===== config.mk =====
export PLATFORM = sky130hd
export DESIGN_NAME = alu_top
export DESIGN_NICKNAME = d
export VERILOG_FILES = /design/src/design/alu_pkg.sv /design/src/design/alu_req_if.sv /design/src/design/alu_adder.sv /design/src/design/alu_shifter.sv /design/src/design/alu_simd_adder.sv /design/src/design/alu_result_stage.sv /design/src/design/alu_top.sv
export SDC_FILE = /design/constraint.sdc
export NUM_CORES = 1
export LEC_CHECK = 0
export BUFFER_PORTS_ARGS = -buffer_cell sky130_fd_sc_hd__clkbuf_2
export CAP_MARGIN = 5
export CORE_MARGIN = 2
export CORE_UTILIZATION = 63
export DETAILED_ROUTE_END_ITERATION = 8
export PLACE_DENSITY = 0.88
export REMOVE_ABC_BUFFERS = 1
export SLEW_MARGIN = 20
export SYNTH_ARGS = -nofsm -noshare
export SYNTH_HDL_FRONTEND = slang
export SYNTH_HIERARCHICAL = 1
export SYNTH_SLANG_ARGS = --single-unit
export TNS_END_PERCENT = 10

===== constraint.sdc =====
create_clock -name clk_i -period 2.05 [get_ports clk_i]
set_input_delay 0.205 -clock clk_i [delete_from_list [all_inputs] [get_ports clk_i]]
set_output_delay 0.205 -clock clk_i [all_outputs]
set_load 0.01 [all_outputs]

===== src/design/alu_pkg.sv =====
// ALU package: data widths, operation encoding and SIMD word layout
`default_nettype none

package alu_pkg;

  // --------------------------------------------------------------------------
  // Widths
  // --------------------------------------------------------------------------
  localparam int unsigned XLEN      = 32;
  localparam int unsigned SHAMT_W   = 5;
  localparam int unsigned LANE_W    = 8;
  localparam int unsigned NUM_LANES = XLEN / LANE_W;

  typedef logic [XLEN-1:0]   xlen_t;
  typedef logic [LANE_W-1:0] lane_t;

  // --------------------------------------------------------------------------
  // Operations
  // --------------------------------------------------------------------------
  typedef enum logic [4:0] {
    // Add and subtract
    ADD,
    SUB,
    // Bitwise logic
    ANDL,
    ORL,
    XORL,
    // Shifts
    SLL,
    SRL,
    SRA,
    // Set less than
    SLTS,
    SLTU,
    // Branch compares, flag only
    EQ,
    NE,
    LTS,
    LTU,
    GES,
    GEU,
    // Packed SIMD
    ADD8,
    SUB8,
    ADD16,
    SUB16
  } alu_op_e;

  // --------------------------------------------------------------------------
  // SIMD word
  // --------------------------------------------------------------------------
  // One data word seen either flat or as byte lanes, lane 0 in bits 7:0
  typedef union packed {
    xlen_t                     word;
    lane_t [NUM_LANES-1:0]     lane;
  } simd_word_u;

endpackage

`default_nettype wire


===== src/design/alu_req_if.sv =====
// ALU request bundle: accepted operation and operands fanned out to the units
`default_nettype none
`timescale 1ns/100ps

interface alu_req_if
  import alu_pkg::*;
();

  // High for one cycle per accepted request
  logic    fire;
  alu_op_e op;
  xlen_t   operand_a;
  xlen_t   operand_b;

  // Driven by the top level from its ports
  modport source (
    output fire,
    output op,
    output operand_a,
    output operand_b
  );

  // Execution units and the result stage only listen
  modport unit (
    input fire,
    input op,
    input operand_a,
    input operand_b
  );

endinterface

`default_nettype wire


===== src/design/alu_adder.sv =====
// ALU adder: add/subtract, signed and unsigned compare, branch resolution
`default_nettype none
`timescale 1ns/100ps

module alu_adder
  import alu_pkg::*;
(
  alu_req_if.unit req,
  output xlen_t   sum_o,
  output logic    less_o,
  output logic    branch_res_o
);

  logic          negate_b;
  logic          signed_cmp;
  logic [XLEN:0] adder_in_a;
  logic [XLEN:0] adder_in_b;
  logic [XLEN:0] adder_ext;
  logic          zero_flag;

  // Compares for EQ/NE go through the subtractor
  always_comb begin
    negate_b = 1'b0;
    case (req.op)
      SUB, EQ, NE: negate_b = 1'b1;
      default:     negate_b = 1'b0;
    endcase
  end

  // --------------------------------------------------------------------------
  // Adder
  // --------------------------------------------------------------------------
  // Extra low bit turns inverted B into two's complement
  assign adder_in_a = {req.operand_a, 1'b1};
  assign adder_in_b = {req.operand_b, 1'b0} ^ {(XLEN + 1){negate_b}};
  assign adder_ext  = adder_in_a + adder_in_b;
  assign sum_o      = adder_ext[XLEN:1];
  assign zero_flag  = ~|sum_o;

  // --------------------------------------------------------------------------
  // Compare
  // --------------------------------------------------------------------------
  assign signed_cmp = (req.op == SLTS) || (req.op == LTS) || (req.op == GES);

  // One extra top bit holds the sign, or zero for unsigned compares
  assign less_o = $signed({signed_cmp & req.operand_a[XLEN-1], req.operand_a}) <
                  $signed({signed_cmp & req.operand_b[XLEN-1], req.operand_b});

  // Non-branch operations report taken
  always_comb begin
    case (req.op)
      EQ:       branch_res_o = zero_flag;
      NE:       branch_res_o = ~zero_flag;
      LTS, LTU: branch_res_o = less_o;
      GES, GEU: branch_res_o = ~less_o;
      default:  branch_res_o = 1'b1;
    endcase
  end

endmodule

`default_nettype wire


===== src/design/alu_shifter.sv =====
// ALU shifter: logical/arithmetic right shift, left shift by bit reversal
`default_nettype none
`timescale 1ns/100ps

module alu_shifter
  import alu_pkg::*;
(
  alu_req_if.unit req,
  output xlen_t   shift_result_o
);

  logic          shift_left;
  logic          shift_arith;
  xlen_t         operand_a_rev;
  xlen_t         shift_op_a;
  logic [XLEN:0] shift_op_ext;
  logic [XLEN:0] shift_right_result;
  xlen_t         shift_left_result;

  assign shift_left  = (req.op == SLL);
  assign shift_arith = (req.op == SRA);

  // Bit reversal on the way in and on the way out
  for (genvar k = 0; k < XLEN; k++) begin : gen_rev
    assign operand_a_rev[k]     = req.operand_a[XLEN-1-k];
    assign shift_left_result[k] = shift_right_result[XLEN-1-k];
  end

  assign shift_op_a = shift_left ? operand_a_rev : req.operand_a;

  // Top bit is the fill value, sign only for SRA
  assign shift_op_ext = {shift_arith & shift_op_a[XLEN-1], shift_op_a};

  // Single right shifter, amount from low bits of B
  assign shift_right_result =
    $unsigned($signed(shift_op_ext) >>> req.operand_b[SHAMT_W-1:0]);

  assign shift_result_o = shift_left ? shift_left_result
                                     : shift_right_result[XLEN-1:0];

endmodule

`default_nettype wire


===== src/design/alu_simd_adder.sv =====
// ALU packed SIMD adder: byte lanes with carry chaining for halfword ops
`default_nettype none
`timescale 1ns/100ps

module alu_simd_adder
  import alu_pkg::*;
(
  alu_req_if.unit req,
  output xlen_t   simd_result_o
);

  logic       negate_b;
  logic       half_lanes;
  simd_word_u op_a;
  simd_word_u op_b;
  simd_word_u sum;

  // Lane size and subtract select
  always_comb begin
    negate_b   = 1'b0;
    half_lanes = 1'b0;
    case (req.op)
      SUB8:    negate_b = 1'b1;
      ADD16:   half_lanes = 1'b1;
      SUB16: begin
        negate_b   = 1'b1;
        half_lanes = 1'b1;
      end
      default: ;
    endcase
  end

  assign op_a.word = req.operand_a;
  assign op_b.word = req.operand_b;

  // --------------------------------------------------------------------------
  // Lane adders
  // --------------------------------------------------------------------------
  // Odd lanes take the carry of the lane below in halfword mode.
  // Even lanes always start fresh, so lane 1 never feeds lane 2.
  always_comb begin : lane_chain
    logic [LANE_W:0] lane_sum;
    lane_t           b_lane;
    logic            carry;
    logic            cin;
    carry    = 1'b0;
    sum.word = '0;
    for (int i = 0; i < NUM_LANES; i++) begin
      b_lane = op_b.lane[i] ^ {LANE_W{negate_b}};
      if (half_lanes && (i % 2 == 1)) begin
        cin = carry;
      end else begin
        cin = negate_b;
      end
      lane_sum    = {1'b0, op_a.lane[i]} + {1'b0, b_lane} + {{LANE_W{1'b0}}, cin};
      sum.lane[i] = lane_sum[LANE_W-1:0];
      carry       = lane_sum[LANE_W];
    end
  end

  assign simd_result_o = sum.word;

endmodule

`default_nettype wire


===== src/design/alu_result_stage.sv =====
// ALU result stage: logic ops, result select and registered valid/ready output
`default_nettype none
`timescale 1ns/100ps

module alu_result_stage
  import alu_pkg::*;
(
  input  logic    clk_i,
  input  logic    rst_n_i,
  alu_req_if.unit req,
  // Unit results
  input  xlen_t   sum_i,
  input  logic    less_i,
  input  logic    branch_res_i,
  input  xlen_t   shift_result_i,
  input  xlen_t   simd_result_i,
  // Output handshake
  input  logic    ready_i,
  output logic    ready_o,
  output logic    valid_o,
  output xlen_t   result_o,
  output logic    branch_res_o
);

  xlen_t result_d;
  xlen_t result_q;
  logic  branch_res_q;
  logic  valid_q;

  // --------------------------------------------------------------------------
  // Result select
  // --------------------------------------------------------------------------
  always_comb begin
    result_d = '0;
    case (req.op)
      ANDL: result_d = req.operand_a & req.operand_b;
      ORL:  result_d = req.operand_a | req.operand_b;
      XORL: result_d = req.operand_a ^ req.operand_b;

      ADD, SUB: result_d = sum_i;

      SLL, SRL, SRA: result_d = shift_result_i;

      // Zero-extended compare bit
      SLTS, SLTU: result_d = {{(XLEN - 1){1'b0}}, less_i};

      ADD8, SUB8, ADD16, SUB16: result_d = simd_result_i;

      // Branch compares only set the flag
      default: result_d = '0;
    endcase
  end

  // --------------------------------------------------------------------------
  // Output register
  // --------------------------------------------------------------------------
  // Room when empty or drained this cycle
  assign ready_o = ~valid_q | ready_i;

  always_ff @(posedge clk_i or negedge rst_n_i) begin
    if (!rst_n_i) begin
      valid_q <= 1'b0;
    end else if (req.fire) begin
      valid_q <= 1'b1;
    end else if (ready_i) begin
      valid_q <= 1'b0;
    end
  end

  // Payload only moves on an accepted request
  always_ff @(posedge clk_i) begin
    if (req.fire) begin
      result_q     <= result_d;
      branch_res_q <= branch_res_i;
    end
  end

  assign valid_o      = valid_q;
  assign result_o     = result_q;
  assign branch_res_o = branch_res_q;

endmodule

`default_nettype wire


===== src/design/alu_top.sv =====
// ALU top level: request handshake wiring and execution unit instances
`default_nettype none
`timescale 1ns/100ps

module alu_top
  import alu_pkg::*;
(
  input  logic    clk_i,
  input  logic    rst_n_i,
  // Request side
  input  logic    valid_i,
  output logic    ready_o,
  input  alu_op_e op_i,
  input  xlen_t   operand_a_i,
  input  xlen_t   operand_b_i,
  // Response side
  output logic    valid_o,
  input  logic    ready_i,
  output xlen_t   result_o,
  output logic    branch_res_o
);

  // Unit results into the output stage
  xlen_t sum;
  logic  less;
  logic  branch_res;
  xlen_t shift_result;
  xlen_t simd_result;

  alu_req_if req ();

  // Accept when the output stage has room
  assign req.fire      = valid_i & ready_o;
  assign req.op        = op_i;
  assign req.operand_a = operand_a_i;
  assign req.operand_b = operand_b_i;

  // --------------------------------------------------------------------------
  // Execution units
  // --------------------------------------------------------------------------
  alu_adder u_adder (
    .req          (req),
    .sum_o        (sum),
    .less_o       (less),
    .branch_res_o (branch_res)
  );

  alu_shifter u_shifter (
    .req            (req),
    .shift_result_o (shift_result)
  );

  alu_simd_adder u_simd_adder (
    .req           (req),
    .simd_result_o (simd_result)
  );

  // --------------------------------------------------------------------------
  // Result select and output register
  // --------------------------------------------------------------------------
  alu_result_stage u_result_stage (
    .clk_i          (clk_i),
    .rst_n_i        (rst_n_i),
    .req            (req),
    .sum_i          (sum),
    .less_i         (less),
    .branch_res_i   (branch_res),
    .shift_result_i (shift_result),
    .simd_result_i  (simd_result),
    .ready_i        (ready_i),
    .ready_o        (ready_o),
    .valid_o        (valid_o),
    .result_o       (result_o),
    .branch_res_o   (branch_res_o)
  );

endmodule

`default_nettype wire


==> results of run 1 <==
## kinds of logic after synthesis
kind of cell	synth area share
XOR/XNOR	0.0799
multiplexers	0.105
AO/OA/AOI/OAI	0.257
flip-flops	0.0858
adder cells (fa/ha/maj)	0.175
AND/OR/NAND/NOR	0.214
buffers and inverters	0.0836
## stage by stage
stage               cells  TNS (ns)  worst slack [ns]  instance area, um2
global placement     2171    -64.27             -2.50               15500
CTS                  2193    -52.96             -2.12               16100
detailed placement   2171    -71.51             -2.76               15500
floorplan            1415    -81.42             -3.66               11400
## routing by layer
| layer | overflow | global-route usage |
|---|---|---|
| met1 | 3 | 0.770 |
| met2 | 89 | 0.943 |
| met3 | 2 | 0.645 |
| met4 | 61 | 0.806 |
| met5 | 0 | 0.283 |
## cells in the mapped netlist, types with 20 or more instances
master / number / area share
nand2b_1: 20 / 0.011
buf_2: 28 / 0.012
xor2_1: 20 / 0.015
and2_1: 44 / 0.023
o21a_1: 45 / 0.029
o21ai_1: 37 / 0.016
a21oi_1: 74 / 0.031
mux4_2: 32 / 0.061
nor2b_1: 27 / 0.014
clkbuf_1: 49 / 0.016
o21ai_0: 66 / 0.028
nor2_1: 84 / 0.027
nand3_1: 47 / 0.020
o211ai_1: 29 / 0.018
edfxtp_1: 33 / 0.084
ha_1: 156 / 0.16
o2111ai_1: 24 / 0.018
inv_1: 140 / 0.044
nor3b_1: 55 / 0.035
nand4_1: 23 / 0.012
mux2i_1: 21 / 0.018
nand2_1: 86 / 0.027
xnor2_1: 88 / 0.065
## timing repair
item                                    in CTS
hold buffers                                 1
resized for setup                           91
pin swaps                                   37
endpoints found under the setup margin      33
cloned                                       0
endpoints found under the hold margin        1
buffers inserted                            15
==> parameters.txt, run 1 <==
Parameter                              Value

Die
  Die height ... 141 um
  IO Count ... 108
  Initial Utilization ... 0.638
  Cell row count ... 50
  Die Width ... 141 um

Synth
  Mean cell area of the mapped netlist ... 7.85 um2
  Ys Warns ... 6
  Share of the yosys chip area belonging to registers ... 0.0858
  Prevailing post-synth register cell ... edfxtp_1
  Fraction of registers with async set/reset ... 0.0294
  Number of instances in the synthesized netlist ... 1508
  Post-synthesis register bit count ... 34
  Total standard cell area after synthesis ... 0.0118 mm2
  Post-synth EDFFs ... 33
  Netlist cell types ... 94

Placed design
  Placer congestion estimate ... 1.25
  Placed wire-length estimate after detailed placement ... 43.0 mm
  Number of input and output port buffers inserted ... 107

GRT
  Wire length of the first global-routing pass ... 119 mm
  Vias in the first global route ... 19434
  Pin count of the biggest net entering global routing ... 75
  Total global routing track utilization ... 0.783
  GRT overflow ... 155

Clocking
  # clock sinks ... 34
  Bufs on Longest Clock Path ... 2
  Number of H-tree levels ... 2
  Number of CTS-inserted buffers ... 5
  Cell at the root of the clock tree ... clkbuf_16

Run status
  Stage at which the run stopped ... global routing (5_1_grt)
  Run status ... did not finish
  First logged error message ... [ERROR GRT-0116] Global routing finished with congestion. Check the congestion regions in the DRC Viewer.
==> run 2, diff against run 1 <==
CORE_UTILIZATION = 40   (was 63)
PLACE_DENSITY = default   (was 0.88)
PLACE_DENSITY_LB_ADDON = 0.15   (was default)
==> run 2 against run 1 <==
  * The flow now finishes, with violations (setup timing)
  * Synthesized area is the same
  * Synthesized cell count is the same
==> parameters.txt, run 2 <==
Parameter                              Value

Run status
  Run status ... finished, violations left
  Violated checks ... setup timing

Worst setup path
  Cell family with the largest share of critical-path delay ... simple AND/OR/NAND/NOR gates
  Type of the worst setup path ... in -> reg
  Maximum fanout count along the critical path ... 6
  Critical path, cell by cell ... buf_4 -> nor3b_4 -> or2_4 -> nand2_8 -> buf_12 -> buf_12 -> buf_4 -> xnor2_1 -> ha_1 -> a21oi_2 -> buf_4 -> o21bai_1 -> buf_4 -> a21oi_1 -> a31o_2 -> xnor2_1 -> or4b_2 -> nor4_4 -> nand4_1 -> o31a_1 -> a211oi_1
  Biggest cell delay along the critical path ... 0.70 ns
  Setup slack, reg-to-reg ... 0.79 ns
  Element type at the critical path start ... input pin
  Worst setup EP type ... flop
  Critical path data required time ... 2.20 ns
  Buffers & Inverters on Critical Path ... 6
  CP most frequent cell ... buf_4
  Signal arrival time at the worst endpoint ... 4.25 ns
  Slowest cell on crit path ... or4b_2

GRT
  Wire length of the first global-routing pass ... 81.6 mm
  Vias in the first global route ... 13676
  GRT overflow ... 0
  Number of antenna violations at the first check in global routing ... 0
  Total global routing track utilization ... 0.349
  Pin count of the biggest net entering global routing ... 73

Power and ir drop
  P_leak ... 8.01 nW
  Peak ir drop on the vdd network ... 262 uV
  Total power ... 6.80 mW
  Power per Cell Area ... 400 mW/mm2

Clocking
  Clock transition at path regs ... 0.07 ns
  Number of CTS-inserted buffers ... 5 (unchanged)
  Bufs on Longest Clock Path ... 2 (unchanged)
  Cell at the root of the clock tree ... clkbuf_16
  # clock sinks ... 34 (unchanged)
  Worst-skew pair later-pin latency ... 0.32 ns
  Number of H-tree levels ... 2 (unchanged)
  CTS tree ... built

Timing
  Clock Skews ... 0.0111 ns
  Final-layout setup total negative slack ... -55.19 ns
  Number of pins exceeding their max-slew limit in the final report ... 0
  Number of setup violations in the final report ... 33
  Period Utilization, post-route ... 2.00
  RSZ-0062 raised after global routing ... yes
  Fin worst setup slack ... -2.04 ns
  Smallest hold slack ... 0.199 ns
  Highest attainable clock frequency ... 244 MHz
  Worst-margin pin slew ... 0.568 ns
  Endpoints failing hold ... 0
  Min Tclk post-route ... 4.09 ns
  Worst-case headroom to the max-slew limit ... 0.621

Drt
  Vias after detailed routing ... 13999
  Detailed-router iteration count before antenna repair ... 5
  Detailed-route vias per instance ... 5.78
  Number of DRC markers after the initial detailed-route iteration ... 1117
  Antenna violation net count after detailed routing ... 0
  Post-detailed-route DRC marker count ... 0
  Post-detailed-route wirelength per cell ... 22.5 um
  Routed wire length ... 54.5 mm

Die
  Die area ... 0.0310 mm2
  Core area ... 0.0294 mm2
  Initial Utilization ... 0.403 (-0.235)
  Die height ... 176 um (+25%)
  Cell row count ... 63 (+26%)
  Die Width ... 176 um (+25%)
  IO Count ... 108 (unchanged)

Synth
  Mean cell area of the mapped netlist ... 7.85 um2 (unchanged)
  Top cell type by total area after synthesis ... ha_1
  Ranking of synthesized cells by instance count ... ha_1 (156), inv_1 (140), xnor2_1 (88)
  Top post-synthesis cells by area ... ha_1 (16%), edfxtp_1 (8.4%), xnor2_1 (6.5%)
  Share of the yosys chip area belonging to registers ... 0.0858 (unchanged)
  Prevailing post-synth register cell ... edfxtp_1
  Ys Warns ... 6 (unchanged)
  Netlist cell types ... 94 (unchanged)
  Post-synth EDFFs ... 33 (unchanged)
  Post-synthesis register bit count ... 34 (unchanged)
  Most common cell in the netlist ... ha_1
  Number of instances in the synthesized netlist ... 1508 (unchanged)
  Total standard cell area after synthesis ... 0.0118 mm2 (unchanged)
  Share of the synthesized area in the top cell type ... 0.165 (unchanged)
  Fraction of registers with async set/reset ... 0.0294 (unchanged)

Flow run
  Max capacitance violation total ... 0

Finish
  Multi-input combinational cell area ... 0.0103 mm2
  Non-Filler Instances ... 2420
  Footprint of the flip-flops and latches ... 0.00102 mm2
  NumNets Final ... 2264
  End-of-flow core utilization ... 0.579
  Final standard cell area without fillers ... 0.0170 mm2
  Commonest cells after routing, fill and taps aside ... buf_4 (475), ha_1 (154), inv_1 (140)
  Number of flip-flops in the largest register ... 32
  Synth-to-layout area growth ... 43.8%
  Ant diodes ... 0
  Fillers ... 2745
  Fraction of final layout cells with drive strength greater than 1 ... 0.372
  Leading cell type in the layout, fill and taps excluded ... buf_4

Placed design
  Total instance count after detailed placement ... 2393 (+10%)
  Minimum setup slack after placement ... -2.62 ns (+0.138 ns)
  Area after detailed placement ... 0.0162 mm2 (+5.0%)
  Placed wire-length estimate after detailed placement ... 44.2 mm (+2.9%)
  Number of input and output port buffers inserted ... 107 (unchanged)
  Placer congestion estimate ... 1.01 (-20%)

Min path
  Class of the tightest hold or removal check ... in -> async
-- run 2: cell counts after synthesis --
No cell type changed its count.
-- run 2: cell families (layout without fill, tap and decap cells) --
group                    count (synthesis)  after routing  synth area share
XOR/XNOR                               108            108            0.0799
AND/OR/NAND/NOR                        457            457             0.214
adder cells (fa/ha/maj)                162            162             0.175
buffers and inverters                  236            758            0.0836
multiplexers                            74             74             0.105
AO/OA/AOI/OAI                          437            437             0.257
flip-flops                              34             34            0.0858
-- run 2: worst register-to-register path, stage by stage, from the launching register on --
cell and delay, ns:
dfrtp_1 0.38, nand2b_1 0.12, and2_2 0.18, buf_12 0.25
-- run 2: per-layer routing --
layer  up-vias  part of all wire  GRT usage
met5         -                 0          0
met1      6771              0.42      0.443
met3       102             0.057     0.0349
met2       484              0.48      0.605
li1       6642                 -          -
met4         0             0.045      0.139
-- run 2: final timing paths --
kind,start,end,cells after the start
hold / removal,rst_n_i,u_result_stage/valid_o,2
setup reg to reg,u_result_stage/valid_o,u_result_stage/result_o[13],3
min in group clk_i,ready_i,u_result_stage/valid_o,3
hold reg to reg,u_result_stage/valid_o,u_result_stage/valid_o,2
max in group asynchronous,rst_n_i,u_result_stage/valid_o,2
setup / recovery,op_i[1],u_result_stage/branch_res_o,21
-- run 2: repair_timing --
item | in CTS | in global routing
hold endpoints to repair | 1 | 0
setup endpoints to repair | 33 | 33
gates resized for setup | 57 | 63
hold buffers | 1 | 0
pin swaps | 20 | 39
buffers inserted | 3 | 15
-- run 2: area by class of cell --
class,count,area share
Clock buffer,6,0.00757
Clock inverter,2,0.000514
Tap cell,390,0.0287
Multi-Input combinational cell,1238,0.603
Sequential cell,34,0.0597
Timing Repair Buffer,607,0.268
Inverter,143,0.0318
-- run 2: power breakdown --
group	switching, mW	internal, mW
Combinational	2.58	2.54
Clock	0.379	0.447
Sequential	0.0167	0.843
Total	2.98	3.83
No activity file was read; power rests on OpenSTA's default activity.
